File: src/id_pkg.sv
package id_pkg;

	localparam int unsigned XLEN = 64; // register and data width, one word

	typedef logic [31:0]     inst_t;     // one instruction word
	typedef logic [XLEN-1:0] reg_data_t; // one register value
	typedef logic [63:0]     addr_t;     // program counter
	typedef logic [4:0]      reg_addr_t; // register index
	typedef logic [6:0]      opcode_t;   // inst[6:0]
	typedef logic [2:0]      funct3_t;   // inst[14:12]
	typedef logic [6:0]      funct7_t;   // inst[31:25]
	typedef logic [5:0]      funct6_t;   // inst[31:26], rv64 shift-immediate select

	localparam reg_addr_t REG_ZERO = 5'd0; // x0, hardwired zero

	// major opcodes of the rv64 base set plus M
	localparam opcode_t OP_R      = 7'b0110011; // add, sub, mul, logic, shifts
	localparam opcode_t OP_IMM    = 7'b0010011; // addi and friends
	localparam opcode_t OP_IMM_W  = 7'b0011011; // addiw, slliw, srliw/sraiw
	localparam opcode_t OP_R_W    = 7'b0111011; // addw, subw, sllw, srlw/sraw
	localparam opcode_t OP_LOAD   = 7'b0000011; // lb .. ld, lbu
	localparam opcode_t OP_STORE  = 7'b0100011; // sb .. sd
	localparam opcode_t OP_BRANCH = 7'b1100011; // beq, bne, blt, bltu, bgeu
	localparam opcode_t OP_JAL    = 7'b1101111;
	localparam opcode_t OP_JALR   = 7'b1100111;
	localparam opcode_t OP_LUI    = 7'b0110111;
	localparam opcode_t OP_AUIPC  = 7'b0010111;

	localparam funct7_t F7_BASE = 7'b0000000; // add, srl and the plain ops
	localparam funct7_t F7_ALT  = 7'b0100000; // sub, sra
	localparam funct7_t F7_MUL  = 7'b0000001; // M extension

	localparam funct6_t F6_SRL = 6'b000000; // srli, shamt bit 5 free
	localparam funct6_t F6_SRA = 6'b010000; // srai

endpackage
File: src/id_stage.sv
`timescale 1ns/1ps

module id_stage import id_pkg::*; (
	input  logic      clk,
	input  logic      rst_i,         // sync, active high
	input  inst_t     inst_i,        // instruction from fetch
	input  addr_t     pc_i,          // pc of inst_i
	input  reg_data_t rs1_data_i,    // regfile port 1
	input  reg_data_t rs2_data_i,    // regfile port 2
	input  reg_data_t ex_wdata_i,    // forward from EX
	input  reg_data_t mem_wdata_i,   // forward from MEM
	input  reg_data_t wb_wdata_i,    // forward from MEM/WB
	input  reg_addr_t ex_rd_addr_i,
	input  reg_addr_t mem_rd_addr_i,
	input  reg_addr_t wb_rd_addr_i,
	input  logic      ex_wreg_i,
	input  logic      mem_wreg_i,
	input  logic      wb_wreg_i,
	output reg_addr_t rs1_addr_o,    // to regfile, same cycle
	output reg_addr_t rs2_addr_o,    // to regfile, same cycle
	output opcode_t   opcode_o,
	output funct3_t   funct3_o,
	output funct7_t   funct7_o,
	output reg_data_t rs1_data_o,
	output reg_data_t rs2_data_o,
	output reg_addr_t rd_addr_o,
	output logic      wreg_o,
	output logic      rs1_read_o,
	output logic      rs2_read_o,
	output logic      illegal_o,
	output reg_data_t imm_o,
	output addr_t     pc_o
);

	opcode_t   dec_opcode;
	funct3_t   dec_funct3;
	funct7_t   dec_funct7;
	logic      dec_wreg;
	logic      dec_rs1_read;
	logic      dec_rs2_read;
	logic      dec_illegal;
	reg_data_t dec_imm;
	reg_data_t fwd_rs1_data;
	reg_data_t fwd_rs2_data;
	reg_addr_t rd_addr;

	assign rs1_addr_o = inst_i[19:15]; // raw fields, read flags decide use
	assign rs2_addr_o = inst_i[24:20];
	assign rd_addr    = inst_i[11:7];

	inst_decoder i_inst_decoder (
		.inst_i     (inst_i),
		.opcode_o   (dec_opcode),
		.funct3_o   (dec_funct3),
		.funct7_o   (dec_funct7),
		.wreg_o     (dec_wreg),
		.rs1_read_o (dec_rs1_read),
		.rs2_read_o (dec_rs2_read),
		.illegal_o  (dec_illegal)
	);

	imm_gen i_imm_gen (
		.inst_i (inst_i),
		.imm_o  (dec_imm)
	);

	operand_forward i_fwd_rs1 (
		.rs_addr_i     (rs1_addr_o),
		.rs_read_i     (dec_rs1_read),
		.rf_data_i     (rs1_data_i),
		.ex_wdata_i    (ex_wdata_i),
		.ex_rd_addr_i  (ex_rd_addr_i),
		.ex_wreg_i     (ex_wreg_i),
		.mem_wdata_i   (mem_wdata_i),
		.mem_rd_addr_i (mem_rd_addr_i),
		.mem_wreg_i    (mem_wreg_i),
		.wb_wdata_i    (wb_wdata_i),
		.wb_rd_addr_i  (wb_rd_addr_i),
		.wb_wreg_i     (wb_wreg_i),
		.rs_data_o     (fwd_rs1_data)
	);

	operand_forward i_fwd_rs2 (
		.rs_addr_i     (rs2_addr_o),
		.rs_read_i     (dec_rs2_read),
		.rf_data_i     (rs2_data_i),
		.ex_wdata_i    (ex_wdata_i),
		.ex_rd_addr_i  (ex_rd_addr_i),
		.ex_wreg_i     (ex_wreg_i),
		.mem_wdata_i   (mem_wdata_i),
		.mem_rd_addr_i (mem_rd_addr_i),
		.mem_wreg_i    (mem_wreg_i),
		.wb_wdata_i    (wb_wdata_i),
		.wb_rd_addr_i  (wb_rd_addr_i),
		.wb_wreg_i     (wb_wreg_i),
		.rs_data_o     (fwd_rs2_data)
	);

	id_ex_reg i_id_ex_reg (
		.clk        (clk),
		.rst_i      (rst_i),
		.opcode_i   (dec_opcode),
		.funct3_i   (dec_funct3),
		.funct7_i   (dec_funct7),
		.rd_addr_i  (rd_addr),
		.wreg_i     (dec_wreg),
		.rs1_read_i (dec_rs1_read),
		.rs2_read_i (dec_rs2_read),
		.illegal_i  (dec_illegal),
		.rs1_data_i (fwd_rs1_data),
		.rs2_data_i (fwd_rs2_data),
		.imm_i      (dec_imm),
		.pc_i       (pc_i),
		.opcode_o   (opcode_o),
		.funct3_o   (funct3_o),
		.funct7_o   (funct7_o),
		.rd_addr_o  (rd_addr_o),
		.wreg_o     (wreg_o),
		.rs1_read_o (rs1_read_o),
		.rs2_read_o (rs2_read_o),
		.illegal_o  (illegal_o),
		.rs1_data_o (rs1_data_o),
		.rs2_data_o (rs2_data_o),
		.imm_o      (imm_o),
		.pc_o       (pc_o)
	);

endmodule

File: src/id_ex_reg.sv
`timescale 1ns/1ps

module id_ex_reg import id_pkg::*; (
	input  logic      clk,
	input  logic      rst_i,        // sync, active high
	input  opcode_t   opcode_i,
	input  funct3_t   funct3_i,
	input  funct7_t   funct7_i,
	input  reg_addr_t rd_addr_i,
	input  logic      wreg_i,
	input  logic      rs1_read_i,
	input  logic      rs2_read_i,
	input  logic      illegal_i,
	input  reg_data_t rs1_data_i,   // forwarded operand
	input  reg_data_t rs2_data_i,
	input  reg_data_t imm_i,
	input  addr_t     pc_i,
	output opcode_t   opcode_o,
	output funct3_t   funct3_o,
	output funct7_t   funct7_o,
	output reg_addr_t rd_addr_o,
	output logic      wreg_o,
	output logic      rs1_read_o,
	output logic      rs2_read_o,
	output logic      illegal_o,
	output reg_data_t rs1_data_o,
	output reg_data_t rs2_data_o,
	output reg_data_t imm_o,
	output addr_t     pc_o
);

	// captures every edge, no stall path
	always_ff @(posedge clk) begin
		if (rst_i) begin
			opcode_o   <= '0;
			funct3_o   <= '0;
			funct7_o   <= '0;
			rd_addr_o  <= '0;
			wreg_o     <= 1'b0; // no write back out of reset
			rs1_read_o <= 1'b0;
			rs2_read_o <= 1'b0;
			illegal_o  <= 1'b0; // bubble, not a trap
			rs1_data_o <= '0;
			rs2_data_o <= '0;
			imm_o      <= '0;
			pc_o       <= '0;
		end else begin
			opcode_o   <= opcode_i;
			funct3_o   <= funct3_i;
			funct7_o   <= funct7_i;
			rd_addr_o  <= rd_addr_i;
			wreg_o     <= wreg_i;
			rs1_read_o <= rs1_read_i;
			rs2_read_o <= rs2_read_i;
			illegal_o  <= illegal_i;
			rs1_data_o <= rs1_data_i;
			rs2_data_o <= rs2_data_i;
			imm_o      <= imm_i;
			pc_o       <= pc_i;
		end
	end

	// a trapping slot in EX must never write back
	assert property (@(posedge clk) illegal_o |-> !wreg_o)
		else $error("id_ex_reg: wreg active on an illegal instruction");

endmodule

File: src/operand_forward.sv
`timescale 1ns/1ps

module operand_forward import id_pkg::*; (
	input  reg_addr_t rs_addr_i,     // source register index
	input  logic      rs_read_i,     // operand actually used
	input  reg_data_t rf_data_i,     // regfile read data
	input  reg_data_t ex_wdata_i,    // result leaving EX
	input  reg_addr_t ex_rd_addr_i,
	input  logic      ex_wreg_i,
	input  reg_data_t mem_wdata_i,   // result leaving MEM
	input  reg_addr_t mem_rd_addr_i,
	input  logic      mem_wreg_i,
	input  reg_data_t wb_wdata_i,    // MEM/WB register, not yet in regfile
	input  reg_addr_t wb_rd_addr_i,
	input  logic      wb_wreg_i,
	output reg_data_t rs_data_o      // resolved operand
);

	logic ex_hit;
	logic mem_hit;
	logic wb_hit;

	assign ex_hit  = ex_wreg_i  && (ex_rd_addr_i  == rs_addr_i);
	assign mem_hit = mem_wreg_i && (mem_rd_addr_i == rs_addr_i);
	assign wb_hit  = wb_wreg_i  && (wb_rd_addr_i  == rs_addr_i);

	// youngest producer wins
	always_comb begin
		if (rs_addr_i == REG_ZERO || !rs_read_i) begin
			rs_data_o = '0; // x0 or unused operand
		end else if (ex_hit) begin
			rs_data_o = ex_wdata_i;
		end else if (mem_hit) begin
			rs_data_o = mem_wdata_i;
		end else if (wb_hit) begin
			rs_data_o = wb_wdata_i;
		end else begin
			rs_data_o = rf_data_i;
		end
	end

endmodule

File: src/imm_gen.sv
`timescale 1ns/1ps

module imm_gen import id_pkg::*; (
	input  inst_t     inst_i, // instruction from fetch
	output reg_data_t imm_o   // sign-extended immediate, zero if none
);

	opcode_t opcode;
	logic    sgn; // immediate sign, always inst[31]

	assign opcode = inst_i[6:0];
	assign sgn    = inst_i[31];

	always_comb begin
		case (opcode)
			OP_IMM, OP_IMM_W, OP_LOAD, OP_JALR: begin // I format
				imm_o = {{(XLEN-12){sgn}}, inst_i[31:20]};
			end
			OP_STORE: begin // S format
				imm_o = {{(XLEN-12){sgn}}, inst_i[31:25], inst_i[11:7]};
			end
			OP_BRANCH: begin // B format, halfword offset
				imm_o = {{(XLEN-13){sgn}}, sgn, inst_i[7], inst_i[30:25],
					inst_i[11:8], 1'b0};
			end
			OP_LUI, OP_AUIPC: begin // U format, upper 20 bits
				imm_o = {{(XLEN-32){sgn}}, inst_i[31:12], 12'b0};
			end
			OP_JAL: begin // J format
				imm_o = {{(XLEN-21){sgn}}, sgn, inst_i[19:12], inst_i[20],
					inst_i[30:21], 1'b0};
			end
			default: imm_o = '0; // R types and illegal opcodes
		endcase
	end

endmodule

File: src/inst_decoder.sv
`timescale 1ns/1ps

module inst_decoder import id_pkg::*; (
	input  inst_t   inst_i,     // instruction from fetch
	output opcode_t opcode_o,   // zero when illegal
	output funct3_t funct3_o,   // zero when illegal
	output funct7_t funct7_o,   // zero when illegal
	output logic    wreg_o,     // rd gets written back
	output logic    rs1_read_o, // rs1 operand in use
	output logic    rs2_read_o, // rs2 operand in use
	output logic    illegal_o   // not in the decode table
);

	opcode_t opcode;
	funct3_t funct3;
	funct7_t funct7;
	funct6_t funct6;
	logic    legal;   // encoding found in the table
	logic    wr_cls;  // class writes rd
	logic    rd1_cls; // class reads rs1
	logic    rd2_cls; // class reads rs2

	assign opcode = inst_i[6:0];
	assign funct3 = inst_i[14:12];
	assign funct7 = inst_i[31:25];
	assign funct6 = inst_i[31:26]; // shamt[5] sits in bit 25

	// legality, opcode then funct3 then funct7/funct6
	always_comb begin
		legal = 1'b0;
		case (opcode)
			OP_R: begin
				case (funct3)
					3'b000: begin // add, sub, mul
						case (funct7)
							F7_BASE, F7_ALT, F7_MUL: legal = 1'b1;
							default: legal = 1'b0;
						endcase
					end
					3'b111, 3'b110, 3'b100, 3'b001, 3'b010, 3'b011: begin // and or xor sll slt sltu
						case (funct7)
							F7_BASE: legal = 1'b1;
							default: legal = 1'b0;
						endcase
					end
					3'b101: begin // srl, sra
						case (funct7)
							F7_BASE, F7_ALT: legal = 1'b1;
							default: legal = 1'b0;
						endcase
					end
					default: legal = 1'b0;
				endcase
			end
			OP_IMM: begin
				case (funct3)
					3'b101: begin // srli / srai, 6-bit shamt
						case (funct6)
							F6_SRL, F6_SRA: legal = 1'b1;
							default: legal = 1'b0;
						endcase
					end
					default: legal = 1'b1; // addi, slli, slti, sltiu, xori, ori, andi
				endcase
			end
			OP_IMM_W: begin
				case (funct3)
					3'b000, 3'b001, 3'b101: legal = 1'b1; // addiw, slliw, srliw/sraiw
					default: legal = 1'b0;
				endcase
			end
			OP_R_W: begin
				case (funct3)
					3'b000, 3'b101: begin // addw/subw, srlw/sraw
						case (funct7)
							F7_BASE, F7_ALT: legal = 1'b1;
							default: legal = 1'b0;
						endcase
					end
					3'b001: begin // sllw
						case (funct7)
							F7_BASE: legal = 1'b1;
							default: legal = 1'b0;
						endcase
					end
					default: legal = 1'b0;
				endcase
			end
			OP_STORE: begin
				case (funct3)
					3'b000, 3'b001, 3'b010, 3'b011: legal = 1'b1; // sb sh sw sd
					default: legal = 1'b0;
				endcase
			end
			OP_LOAD: begin
				case (funct3)
					3'b000, 3'b001, 3'b010, 3'b011, 3'b100: legal = 1'b1; // lb lh lw ld lbu
					default: legal = 1'b0;
				endcase
			end
			OP_BRANCH: begin
				case (funct3)
					3'b000, 3'b001, 3'b100, 3'b110, 3'b111: legal = 1'b1; // beq bne blt bltu bgeu
					default: legal = 1'b0;
				endcase
			end
			OP_JAL, OP_JALR, OP_LUI, OP_AUIPC: legal = 1'b1; // no funct check
			default: legal = 1'b0;
		endcase
	end

	// per-class register usage, gated by legal below
	always_comb begin
		wr_cls  = 1'b0;
		rd1_cls = 1'b0;
		rd2_cls = 1'b0;
		case (opcode)
			OP_R, OP_R_W: begin
				wr_cls  = 1'b1;
				rd1_cls = 1'b1;
				rd2_cls = 1'b1;
			end
			OP_STORE, OP_BRANCH: begin // no rd
				rd1_cls = 1'b1;
				rd2_cls = 1'b1;
			end
			OP_IMM, OP_IMM_W, OP_LOAD, OP_JALR: begin
				wr_cls  = 1'b1;
				rd1_cls = 1'b1;
			end
			OP_JAL, OP_LUI, OP_AUIPC: wr_cls = 1'b1; // pc or imm only
			default: wr_cls = 1'b0;
		endcase
	end

	assign illegal_o  = ~legal;
	assign wreg_o     = legal & wr_cls;
	assign rs1_read_o = legal & rd1_cls;
	assign rs2_read_o = legal & rd2_cls;
	assign opcode_o   = legal ? opcode : '0; // illegal decodes as all zero
	assign funct3_o   = legal ? funct3 : '0;
	assign funct7_o   = legal ? funct7 : '0;

	// legality table and class table must cover the same opcodes
	assert final (illegal_o || wr_cls || rd1_cls)
		else $error("inst_decoder: legal instruction %h has no register class", inst_i);

endmodule

File: config.mk
export PLATFORM = sky130hd
export DESIGN_NAME = id_stage
export DESIGN_NICKNAME = d
export VERILOG_FILES = /design/src/id_pkg.sv /design/src/id_stage.sv /design/src/id_ex_reg.sv /design/src/operand_forward.sv /design/src/imm_gen.sv /design/src/inst_decoder.sv
export SDC_FILE = /design/constraint.sdc
export NUM_CORES = 1
export LEC_CHECK = 0
export BUFFER_PORTS_ARGS = -buffer_cell sky130_fd_sc_hd__clkbuf_2
export CAP_MARGIN = 10
export CORE_AREA = 5 5 278 280
export CTS_CLUSTER_DIAMETER = 30
export CTS_CLUSTER_SIZE = 28
export DETAILED_ROUTE_END_ITERATION = 10
export DIE_AREA = 0 0 283 285
export PLACE_DENSITY_LB_ADDON = 0.1
export RECOVER_POWER = 100
export SETUP_SLACK_MARGIN = 0.5
export SYNTH_ARGS = -nofsm -noshare
export SYNTH_HDL_FRONTEND = slang
export SYNTH_SLANG_ARGS = --single-unit
export TNS_END_PERCENT = 30
File: constraint.sdc
create_clock -name clk -period 2.8 [get_ports clk]
set_input_delay 0.14 -clock clk [delete_from_list [all_inputs] [get_ports clk]]
set_output_delay 0.14 -clock clk [all_outputs]
set_load 0.005 [all_outputs]
==> key figures <==
Place
  – IO Port Bufs: 727
  – Post-DP HPWL: 63,100 um
  – Dpl cell area: 17,300 sq um
  – Final GP Congestion: 0.856

Clock network
  – H-tree depth: 3
  – TritonCTS Buffers: 82
  – CTS max path bufs: 3
  – Clock sinks: 250
  – Cell at the root of the clock tree: clkbuf_16
  – CTS tree: yes
  – CTS clk-pin slew, worst paths: 0.03 ns

Timing
  – Setup violators final: 0
  – RSZ-0062 raised after global routing: no
  – Max_slew headroom: 5.29%
  – Min Hold Slack: 0.0334 ns
  – Tmin final: 2.37 ns
  – Final hold vios: 0
  – Final period util: 84.6%
  – Fmax: 422 MHz
  – Final setup TNS: 0 ns
  – Count of pins over their slew limit: 0
  – Actual slew at the worst max-slew pin: 1.42 ns

Logic synthesis
  – Post-synth top area share: 38.9%
  – Count leader, synth: dfxtp_1
  – Synthesized area: 12,800 sq um
  – Compound-Gate Fraction of Synth Area: 29.0%
  – Synth Area per Inst: 8.54 sq um
  – Syn nets: 1,941
  – Cells after synthesis: 1,505
  – Number of flops mapped to enable cells by yosys: 0
  – Synth cell types: 52
  – Simple-gate share of the synthesized area: 20.8%
  – Main synth FF type: dfxtp_1
  – Post-synthesis mux area share: 0.0779%
  – Ys async rst share: 0%
  – Largest family of logic cells by synthesized area: compound AO/OA/AOI/OAI gates
  – Sequential share of the synthesized area: 38.9%
  – Commonest cells post-synth: dfxtp_1, nand2_1, clkbuf_1
  – Post-synthesis register bit count: 250
  – Synth Area in Adders: 0%
  – YS warnings: 0
  – Synth area leader: dfxtp_1
  – Post-Synth XOR/XNOR Area: 2.11%
  – Top area cells in the synthesized netlist: dfxtp_1, a21boi_0, nand2_1

Worst hold path
  – Hold Crit Class: in -> reg
  – Hold path start: mem_wdata_i[4]

Global route
  – First-pass GRT wire length: 123,000 um
  – Grt ovf: 0
  – Number of global-route vias before repair: 17,000
  – Antenna violations before repair: 30
  – Pin count of the biggest net entering global routing: 84
  – Gr usage total: 20.3%

Drt
  – Routed WL: 87,300 um
  – Router iterations before antenna repair: 5
  – Final ANT Viol Nets: 0
  – Violation count after the first detailed-route iteration: 1,009
  – DRC: 0
  – Vias: 16,200
  – Via density: 4.68
  – Post-DR wirelength/cell: 25.2 um

Critical path
  – Worst-path fanout max: 36
  – WP data required: 3.32 ns
  – Worst Setup SP: inst_i[19]
  – CP arrival: 2.89 ns
  – WS Path Type: in -> reg
  – Setup crit end kind: register
  – Worst Setup Start Kind: input port

Floorplan
  – Die area: 80,700 sq um
  – Initial core utilization: 17.3%
  – I/O Pins: 728
  – Core area: 74,200 sq um
  – Die width: 283 um
  – Rows: 100
  – Die H: 285 um

Power
  – Pwr dens: 642 nW/um^2
  – Leakage power: 0.00917 uW
  – VDD IR-drop max: 395 uV

Finish
  – Area Growth Syn to Fin: 74.1%
  – Fraction of layout instances using a drive strength above 1: 28.5%
  – Final net count: 2,849
  – Final instance area: 22,400 sq um

Run
  – MaxCap Viol Count: 0

Status
  – Outcome: complete, no violations
==> repair_timing <==
item,CTS,global route
setup buffers,0,3
hold buffers,260,0
resized for setup,0,6
setup endpoints to repair,0,31
hold endpoints to repair,245,0
==> report_power, final <==
group,internal [uW],switching (uW)
sequential,3640,20.2
clock,6390,2570
combinational,779,960
==> path summary, 6_finish.rpt <==
path | endpoint | depth (start not counted) | slack [ns]
min | i_id_ex_reg.rs1_data_o[4] | 3 | 0.03
max | i_id_ex_reg.rs1_data_o[36] | 8 | 0.43
==> metal layers <==
metal	vias up	wire length (um)	GRT usage (%)
li1	7400	-	-
met1	7724	35100	24.0
met2	852	42200	35.1
met3	186	6850	6.05
met4	22	3040	7.10
met5	-	140	0
==> state kept, by name (all words and copies together) (netlist names) <==
signal	flops
i_id_ex_reg.pc_o	64
i_id_ex_reg.rs2_read_o	1
i_id_ex_reg.funct7_o	7
i_id_ex_reg.illegal_o	1
i_id_ex_reg.rs1_read_o	1
i_id_ex_reg.imm_o	32
i_id_ex_reg.wreg_o	1
i_id_ex_reg.funct3_o	3
i_id_ex_reg.rs1_data_o	64
i_id_ex_reg.opcode_o	7
i_id_ex_reg.rs2_data_o	64
i_id_ex_reg.rd_addr_o	5
==> kinds of logic (layout without fill, tap and decap cells) <==
family	after synthesis	after routing
AO/OA/AOI/OAI	498	498
XOR/XNOR	31	31
buffers and inverters	227	1199
flip-flops	250	250
multiplexers	1	1
other	0	14
AND/OR/NAND/NOR	498	498
==> area by class of cell <==
class / count / area, sq um
diodes: 14 / 35.0
clock buffers: 129 / 2500
clock inverters: 19 / 244
fillers: 8141 / 51800
inverters: 7 / 26.3
multi-input cells: 1028 / 6690
flip-flops and latches: 250 / 5000
well taps: 969 / 1210
repair buffers: 1044 / 6650
==> through the flow <==
stage	std cells	total power [uW]	utilization (%)	worst slack [ns]
after CTS	3442	14600	30.5	0.586
after detailed placement	3034	5220	23.3	0.442
final	3460	14400	30.1	0.431
after global placement	3034	5220	23.3	0.449
after global routing	3455	14900	30.1	0.254
after floorplan	1505	4390	-	1.05
==> critical path, cell delays in order <==
cell	delay, ns
clkbuf_1	0.41
xor2_1	0.14
nor4_1	0.58
and3_2	0.40
buf_12	0.24
nand2_1	0.09
a211oi_1	0.22
dlygate4sd3_1	0.58
==> cells in the final DEF (no fill, tap or decap), types with 4 or more instances in the layout <==
cell and instances:
nand4_1 5, nand3b_1 64, clkbuf_1 247, o311ai_1 5, a211oi_1 64, clkbuf_8 23, clkbuf_2 502, buf_4 32
nand2_1 154, a22oi_1 5, nor2_1 24, xnor2_1 15, bufinv_16 4, dfxtp_1 250, o311ai_0 59, clkinv_2 7
inv_1 7, o21ai_0 5, and3_1 81, xor2_1 16, dlygate4sd3_1 260, clkbuf_16 85, nor2b_1 73, o221ai_1 64
o22ai_1 67, nand3_1 65, a21oi_1 86, nand2b_1 4, a21boi_0 128, buf_12 20, diode_2 14
(Power assumes the default switching activity.)
